## src/mmu_pkg.sv

```systemverilog
package mmu_pkg;

	// Table geometry.
	localparam int PAGE_BITS = 12;       // 4 KiB page offset.
	localparam int IDX_BITS = 10;        // Index width per level.
	localparam int ENTRY_BYTES = 4;      // One 32-bit entry.
	localparam int PTE_VALID_BIT = 0;

	// Translation request from the outside.
	typedef struct packed {
		logic [31:0] vaddr;
		logic [31:0] root_base;
	} mmu_req_t;

	// Read request toward the 64-bit memory port.
	typedef struct packed {
		logic [31:0] addr;               // Bits 2:0 ignored by memory.
	} mmu_mem_rd_t;

	// One loaded entry pair.
	typedef struct packed {
		logic [31:0] entry;              // Entry picked by address bit 2.
		logic [PAGE_BITS-1:0] flag0;     // Memory bits 11:0.
		logic [PAGE_BITS-1:0] flag1;     // Memory bits 43:32.
	} mmu_load_t;

	// Finished translation.
	typedef struct packed {
		logic [31:0] paddr;
		logic fault;
		logic fault_level;               // 0 first level, 1 second level.
		logic [PAGE_BITS-1:0] flags_even;
		logic [PAGE_BITS-1:0] flags_odd;
	} mmu_result_t;

endpackage
```

## src/mmu_walker_top.sv

```systemverilog
`timescale 1ns/1ps

module mmu_walker_top (
	input  logic                      iCLOCK,
	input  logic                      inRESET,
	input  logic                      reset_sync,
	input  logic                      req_valid,
	input  mmu_pkg::mmu_req_t         req,
	output logic                      req_busy,
	input  logic                      result_read,
	output logic                      result_full,
	output mmu_pkg::mmu_result_t      result,
	output logic                      mem_req,
	output mmu_pkg::mmu_mem_rd_t      mem_rd,
	input  logic                      mem_lock,
	input  logic                      mem_valid,
	input  logic [63:0]               mem_data
);

	mmu_pkg::mmu_req_t walk_req;
	mmu_pkg::mmu_load_t ld_done;
	mmu_pkg::mmu_result_t walk_res;
	logic take;
	logic ld_req;
	logic [31:0] ld_addr;
	logic ld_busy;
	logic ld_done_valid;
	logic res_valid;

	// Input side. Full doubles as the busy level.
	mmu_slot #(.T(mmu_pkg::mmu_req_t)) req_slot (
		.iCLOCK     (iCLOCK),
		.inRESET    (inRESET),
		.reset_sync (reset_sync),
		.fill       (req_valid),
		.fill_data  (req),
		.drain      (take),
		.full       (req_busy),
		.data       (walk_req)
	);

	mmu_walk_ctrl walk_ctrl (
		.iCLOCK     (iCLOCK),
		.inRESET    (inRESET),
		.reset_sync (reset_sync),
		.req_full   (req_busy),
		.req        (walk_req),
		.take       (take),
		.ld_req     (ld_req),
		.ld_addr    (ld_addr),
		.ld_busy    (ld_busy),
		.done_valid (ld_done_valid),
		.done       (ld_done),
		.res_full   (result_full),
		.res_valid  (res_valid),
		.res        (walk_res)
	);

	mmu_table_load table_load (
		.iCLOCK     (iCLOCK),
		.inRESET    (inRESET),
		.reset_sync (reset_sync),
		.ld_req     (ld_req),
		.ld_addr    (ld_addr),
		.ld_busy    (ld_busy),
		.mem_req    (mem_req),
		.mem_rd     (mem_rd),
		.mem_lock   (mem_lock),
		.mem_valid  (mem_valid),
		.mem_data   (mem_data),
		.done_valid (ld_done_valid),
		.done       (ld_done)
	);

	// Output side.
	mmu_slot #(.T(mmu_pkg::mmu_result_t)) res_slot (
		.iCLOCK     (iCLOCK),
		.inRESET    (inRESET),
		.reset_sync (reset_sync),
		.fill       (res_valid),
		.fill_data  (walk_res),
		.drain      (result_read),
		.full       (result_full),
		.data       (result)
	);

endmodule

```

## src/mmu_walk_ctrl.sv

```systemverilog
`timescale 1ns/1ps

module mmu_walk_ctrl (
	input  logic                      iCLOCK,
	input  logic                      inRESET,
	input  logic                      reset_sync,
	input  logic                      req_full,
	input  mmu_pkg::mmu_req_t         req,
	output logic                      take,
	output logic                      ld_req,
	output logic [31:0]               ld_addr,
	input  logic                      ld_busy,
	input  logic                      done_valid,
	input  mmu_pkg::mmu_load_t        done,
	input  logic                      res_full,
	output logic                      res_valid,
	output mmu_pkg::mmu_result_t      res
);

	typedef enum logic [2:0] {
		W_IDLE,
		W_WAIT1,
		W_REQ2,
		W_WAIT2,
		W_HOLD
	} walk_state_t;

	walk_state_t state_q;
	logic [31:0] vaddr_q;
	logic [31:0] l2_addr_q;
	mmu_pkg::mmu_result_t res_q;

	logic [31:0] l1_addr;
	logic [31:0] l2_addr;
	logic [31:0] pa_base;
	logic [31:0] entry_base;
	logic entry_ok;
	logic start;
	logic l1_done;
	logic l2_done;

	// Level one indexes by the top bits, level two by the bits above the offset.
	assign l1_addr = req.root_base
		+ 32'(req.vaddr[31 -: mmu_pkg::IDX_BITS]) * 32'(mmu_pkg::ENTRY_BYTES);
	assign entry_base = {done.entry[31:mmu_pkg::PAGE_BITS], {mmu_pkg::PAGE_BITS{1'b0}}};
	assign l2_addr = entry_base
		+ 32'(vaddr_q[mmu_pkg::PAGE_BITS +: mmu_pkg::IDX_BITS])
		* 32'(mmu_pkg::ENTRY_BYTES);
	assign pa_base = entry_base;
	assign entry_ok = done.entry[mmu_pkg::PTE_VALID_BIT];

	assign start = (state_q == W_IDLE) && req_full && !ld_busy;
	assign l1_done = (state_q == W_WAIT1) && done_valid;
	assign l2_done = (state_q == W_WAIT2) && done_valid;

	always_ff @(posedge iCLOCK or negedge inRESET) begin
		if (!inRESET) begin
			state_q <= W_IDLE;
		end
		else if (reset_sync) begin
			state_q <= W_IDLE;                   // Abandon the walk.
		end
		else begin
			case (state_q)
				W_IDLE: begin
					if (start) begin
						state_q <= W_WAIT1;
					end
				end
				W_WAIT1: begin
					if (done_valid) begin
						state_q <= entry_ok ? W_REQ2 : W_HOLD;
					end
				end
				W_REQ2: begin
					if (!ld_busy) begin
						state_q <= W_WAIT2;
					end
				end
				W_WAIT2: begin
					if (done_valid) begin
						state_q <= W_HOLD;
					end
				end
				W_HOLD: begin
					if (!res_full) begin
						state_q <= W_IDLE;           // Result handed to the slot.
					end
				end
				default: begin
					state_q <= W_IDLE;
				end
			endcase
		end
	end

	always_ff @(posedge iCLOCK) begin
		if (start) begin
			vaddr_q <= req.vaddr;
		end
		if (l1_done) begin
			l2_addr_q <= l2_addr;
		end
		if ((l1_done && !entry_ok) || (l2_done && !entry_ok)) begin
			res_q <= '{
				paddr: 32'h0,
				fault: 1'b1,
				fault_level: l2_done,
				flags_even: '0,
				flags_odd: '0
			};
		end
		else if (l2_done) begin
			res_q <= '{
				paddr: {pa_base[31:mmu_pkg::PAGE_BITS], vaddr_q[mmu_pkg::PAGE_BITS-1:0]},
				fault: 1'b0,
				fault_level: 1'b0,
				flags_even: done.flag0,
				flags_odd: done.flag1
			};
		end
	end

	assign take = start;
	assign ld_req = start || ((state_q == W_REQ2) && !ld_busy);
	assign ld_addr = (state_q == W_IDLE) ? l1_addr : l2_addr_q;

	assign res_valid = (state_q == W_HOLD) && !res_full;
	assign res = res_q;

endmodule

```

## src/mmu_table_load.sv

```systemverilog
`timescale 1ns/1ps

module mmu_table_load (
	input  logic                      iCLOCK,
	input  logic                      inRESET,
	input  logic                      reset_sync,
	input  logic                      ld_req,
	input  logic [31:0]               ld_addr,
	output logic                      ld_busy,
	output logic                      mem_req,
	output mmu_pkg::mmu_mem_rd_t      mem_rd,
	input  logic                      mem_lock,
	input  logic                      mem_valid,
	input  logic [63:0]               mem_data,
	output logic                      done_valid,
	output mmu_pkg::mmu_load_t        done
);

	typedef enum logic [1:0] {
		LD_IDLE,
		LD_REQ,
		LD_WAITING
	} ld_state_t;

	ld_state_t state_q;
	logic [31:0] addr_q;

	// A new load starts only from idle.
	wire start = ld_req && (state_q == LD_IDLE);

	always_ff @(posedge iCLOCK) begin
		if (start) begin
			addr_q <= ld_addr;
		end
	end

	always_ff @(posedge iCLOCK or negedge inRESET) begin
		if (!inRESET) begin
			state_q <= LD_IDLE;
		end
		else if (reset_sync) begin
			state_q <= LD_IDLE;
		end
		else begin
			case (state_q)
				LD_IDLE: begin
					if (start) begin
						if (mem_lock) begin
							state_q <= LD_REQ;       // Locked, retry with latched address.
						end
						else begin
							state_q <= LD_WAITING;
						end
					end
				end
				LD_REQ: begin
					if (!mem_lock) begin
						state_q <= LD_WAITING;
					end
				end
				LD_WAITING: begin
					if (mem_valid) begin
						state_q <= LD_IDLE;
					end
				end
				default: begin
					state_q <= LD_IDLE;
				end
			endcase
		end
	end

	assign ld_busy = (state_q != LD_IDLE);

	// First cycle goes straight from ld_addr, later cycles hold the copy.
	assign mem_req = start || (state_q == LD_REQ);
	assign mem_rd.addr = (state_q == LD_REQ) ? addr_q : ld_addr;

	assign done_valid = (state_q == LD_WAITING) && mem_valid;
	assign done.entry = addr_q[2] ? mem_data[63:32] : mem_data[31:0];
	assign done.flag0 = mem_data[11:0];
	assign done.flag1 = mem_data[43:32];

endmodule

```

## src/mmu_slot.sv

```systemverilog
`timescale 1ns/1ps

module mmu_slot #(
	parameter type T = logic [31:0]
) (
	input  logic iCLOCK,
	input  logic inRESET,
	input  logic reset_sync,
	input  logic fill,
	input  T     fill_data,
	input  logic drain,
	output logic full,
	output T     data
);

	logic full_q;
	T data_q;

	wire accept = fill && !full_q;

	always_ff @(posedge iCLOCK or negedge inRESET) begin
		if (!inRESET) begin
			full_q <= 1'b0;
		end
		else if (reset_sync) begin
			full_q <= 1'b0;                  // Flush.
		end
		else if (accept) begin
			full_q <= 1'b1;
		end
		else if (drain) begin
			full_q <= 1'b0;
		end
	end

	// Payload is only meaningful while full.
	always_ff @(posedge iCLOCK) begin
		if (accept) begin
			data_q <= fill_data;
		end
	end

	assign full = full_q;
	assign data = data_q;

endmodule

```

## config.mk

```make
export PLATFORM = sky130hd
export DESIGN_NAME = mmu_walker_top
export DESIGN_NICKNAME = d
export VERILOG_FILES = /design/src/mmu_pkg.sv /design/src/mmu_walker_top.sv /design/src/mmu_walk_ctrl.sv /design/src/mmu_table_load.sv /design/src/mmu_slot.sv
export SDC_FILE = /design/constraint.sdc
export NUM_CORES = 1
export LEC_CHECK = 0
export BUFFER_PORTS_ARGS = -buffer_cell sky130_fd_sc_hd__clkbuf_2
export CORE_ASPECT_RATIO = 0.6
export CORE_UTILIZATION = 45
export DETAILED_ROUTE_END_ITERATION = 6
export HOLD_SLACK_MARGIN = 0.08
export MAX_ROUTING_LAYER = met4
export PLACE_DENSITY_LB_ADDON = 0.2
export SETUP_SLACK_MARGIN = 0.05
export SLEW_MARGIN = 30
export SYNTH_ARGS = -nofsm -noshare
export SYNTH_HDL_FRONTEND = slang
export SYNTH_SLANG_ARGS = --single-unit
```

## constraint.sdc

```tcl
create_clock -name iCLOCK -period 3.9 [get_ports iCLOCK]
set_input_delay 0.78 -clock iCLOCK [delete_from_list [all_inputs] [get_ports iCLOCK]]
set_output_delay 0.78 -clock iCLOCK [all_outputs]
set_load 0.02 [all_outputs]
```

==> results by stage <==
Die:
- The floorplan core area is 23100 µm².
- The die area is 24200 µm².
- In this run the core area contains 43 standard-cell rows.
- The die span in x is 200 µm.
- In this run the vertical extent of the chip is 121 µm.
- During I/O placement, the number of pins put on the boundary was 228.
- The initial core utilization is 45.9%.

Clock network:
- The depth of the CTS H-tree is 1.
- The number of clock buffers added by TritonCTS is 24.
- The tree is rooted in a sky130_fd_sc_hd__clkbuf_16.
- The CTS tree is yes.
- The clock net sink count is 271.
- The clock latency of the later-clocked register in the worst-skew pair is 0.51 ns.
- The longest clock path from root to sink contains 3 buffers.
- The clock transition at the registers of the reported paths is 0.07 ns.

Synth:
- The share of synthesized cell area in full adder, half adder and majority cells is 1.37%.
- Sequential cells were found to cover 71.0% of the synthesized design area.
- The post-synthesis register bit count is 271.
- The cell count after synthesis is 810.
- The netlist area before placement is 10600 µm².
- The post-synthesis cell type count is 57.
- The total nets after synthesis is 956.
- The number of warnings issued by yosys is 0.
- The cell type with the largest total area after synthesis is sky130_fd_sc_hd__edfxtp_1.
- The share of synthesized flip-flops with an asynchronous set or reset is 2.58%.
- The synthesized netlist devotes 11.5% of its cell area to simple gates.
- The most common flop cell mapped by yosys is sky130_fd_sc_hd__edfxtp_1.
- Yosys mapped a number of flops with a built-in enable equal to 207.
- The fraction of synthesized cell area in xor and xnor cells is 2.07%.
- After synthesis, the largest area contributor takes up 58.6% of total cell area.
- Each instance of the synthesized netlist takes up on average 13.1 µm².
- The synthesized-area fraction occupied by ao, oa, aoi and oai cells is 8.52%.
- After synthesis, the largest family of logic cells by area is simple AND/OR/NAND/NOR gates.
- By area the synthesized netlist is led by sky130_fd_sc_hd__edfxtp_1 (59%), sky130_fd_sc_hd__dfxtp_1 (11%), sky130_fd_sc_hd__nand2_1 (6.3%).
- In the synthesized netlist, mux cells make up 3.69% of the area.

Critical path:
- The worst endpoint data arrival time is 2.96 ns.
- The highest net fanout along the worst path is 9.
- On the critical path the largest part of the delay comes from compound AO/OA/AOI/OAI gates.
- The delay of the slowest cell on the worst path is 0.43 ns.
- The critical path goes through ha_1 -> nand3_1 -> nor2_1 -> nor2_2 -> a2111oi_2 -> xnor2_1 -> o221ai_1 -> clkbuf_2.
- The critical path is of the flip-flop to output port type.
- The worst setup path is captured at an output port.
- The startpoint class of the critical path is a flip-flop.
- Counting cells, the worst reg-to-reg path comes to 7.
- For the worst setup path, the data required time is 3.12 ns.
- The critical path runs through a total of 8 cells.
- The cell with the largest stage delay on the worst path is sky130_fd_sc_hd__ha_1.
- The worst path buffer plus inverter count is 1.

Finish:
- In the layout the commonest cells are sky130_fd_sc_hd__clkbuf_2 (226), sky130_fd_sc_hd__edfxtp_1 (207), sky130_fd_sc_hd__nand2_1 (177).
- The final-stage net count is 1187.
- The synthesis-to-finish area growth is 22.4%.
- The number of antenna cells inserted is 0.
- Once layout is complete, the utilization of the core stands at 56.2%.
- The layout filler cell count is 1942.
- The share of final-layout standard cells stronger than drive strength 1 is 32.4%.
- The number of cells in the finished layout apart from fillers is 1374.
- The most common cell after layout, fill and taps aside is sky130_fd_sc_hd__clkbuf_2.

STA:
- Setup violations remaining at the end of the flow were counted as 0.
- The count of pins over their slew limit is 0.
- The worst path needs 3.74 ns of the cycle, external delays included.
- In the final timing run, aggregate negative setup slack is 0 ns.
- The period utilization is 96.0%.
- Setup repair after global routing could not meet its margin everywhere.
- The tightest hold path in the finished design has a slack of 0.100 ns.
- Headroom to the max-slew limit came out at 42.7%.
- The transition at the pin with the smallest max-transition slack is 0.860 ns.
- The final hold violation count is 0.
- Across the routed clock network, the largest skew measured is 0.00815 ns.
- For this run, the top clock speed supported by timing is 0.267 GHz.

Hold path:
- The tightest min-delay check is of the primary input to asynchronous set/reset pin type.

Place:
- Detailed placement finished with a half-perimeter wire length of 16500 µm.
- The total placed cells including tap cells is 1326.
- The routability-driven placement congestion ratio is 0.850.
- The count of port buffers added during placement is 227.

Flow run:
- The number of maximum-capacitance constraint violations is 0.

Routing:
- The total wire length after detailed routing is 24400 µm.
- Across all layers, the routed design uses 7059 vias.
- After detailed routing, the number of remaining DRC violations is 0.
- The detail route stage leaves a number of antenna-violating nets equal to 0.
- The routed length per placed instance is 17.8 µm.
- The vias per cell is 5.14.
- For this block, the initial DRC count from the detailed router was 533.
- The first detailed-routing pass took 5 iterations.

Power:
- In this run the static leakage power is 0.00471 µW.
- Across the VDD grid, the largest voltage drop is 0.262 mV.
- Power comes to 6440 µW.
- The cell area power density is 496 nW/µm².

Global routing:
- The number of global-route vias before repair is 6554.
- The overall routing resource usage is 20.2%.
- The number of antenna violations at the first check in global routing is 0.
- The wire length of the first global-routing pass is 36900 µm.
- Entering global routing, the biggest net connects 65 pins.
- Summed over all layers, the global routing overflow is 0.

Run status:
- The run finished with clean final reports.
stage by stage:
stage	setup slack [ns]	area [µm²]
4_1_cts	0.0858	12900
6_report	0.158	13000
5_1_grt	-0.00171	13000
3_3_place_gp	0.652	12100
3_5_place_dp	0.596	12100
2_1_floorplan	0.248	10600
power breakdown:
group,internal (µW),switching (µW)
clock,1360,1010
combinational,280,484
sequential,3250,52.5
total,4890,1550
cells by family (layout without fill, tap and decap cells):
logic type               after synthesis  in the layout
adder cells (fa/ha/maj)               11             11
buffers and inverters                 45            293
AO/OA/AOI/OAI                        149            150
flip-flops                           271            271
AND/OR/NAND/NOR                      274            274
XOR/XNOR                              25             25
multiplexers                          35             35
synthesized netlist by cell type, drive strengths merged, types with 4 or more instances:
cell type,instances
a2111oi,4
a21oi,78
a31oi,6
and3,7
buf,17
clkbuf,23
dfrtp,7
dfxtp,57
edfxtp,207
ha,10
inv,5
mux2,33
nand2,179
nand2b,6
nand3,14
nor2,29
nor3,12
nor4b,4
o21ai,32
o221ai,13
xnor2,21
xor2,4
final cells by class:
| class | instances | area (µm²) | share of cell area [%] |
|---|---|---|---|
| Clock buffer | 36 | 728 | 5.61 |
| Clock inverter | 8 | 67.6 | 0.521 |
| Inverter | 5 | 18.8 | 0.145 |
| Multi-Input combinational cell | 495 | 2970 | 22.9 |
| Sequential cell | 271 | 7530 | 58.1 |
| Tap cell | 315 | 394 | 3.04 |
| Timing Repair Buffer | 244 | 1260 | 9.74 |
repair_timing:
| item | in CTS | in global routing |
|---|---|---|
| pin swaps | 0 | 3 |
| resized for setup | 1 | 9 |
| setup buffers | 0 | 3 |
| endpoints found under the setup margin | 1 | 13 |
| gates cloned | 0 | 1 |
| hold buffers | 0 | 0 |
sequential cells by signal (all words and copies together) (netlist names):
register             cells
res_slot.data           58
req_slot.full            1
walk_ctrl.state_q        3
walk_ctrl.l2_addr_q     30
table_load.state_q       2
walk_ctrl.vaddr_q       22
table_load.addr_q       32
req_slot.data           64
walk_ctrl.res           58
res_slot.full            1
per-layer routing:
metal / global-route usage [%] / vias to the layer above / share of wire (%)
li1: - / 3419 / -
met1: 30.2 / 3366 / 48
met4: 4.23 / 0 / 1.5
met5: - / - / 0
met3: 3.22 / 31 / 6.4
met2: 29.1 / 243 / 44
path summary, 6_finish.rpt:
check                                        from               endpoint  slack, ns
worst max-delay path            req_slot.data[61]             mem_rd[26]       0.16
worst min-delay path                      inRESET          req_slot.full       0.10
worst max register to register   req_slot.data[9]  table_load.addr_q[14]       1.49
worst min register to register  req_slot.data[33]   walk_ctrl.vaddr_q[1]       0.42
max in group asynchronous                 inRESET   walk_ctrl.state_q[0]       3.63
min in group iCLOCK             req_slot.data[33]   walk_ctrl.vaddr_q[1]       0.42
Power figures use the tool's default switching activity.
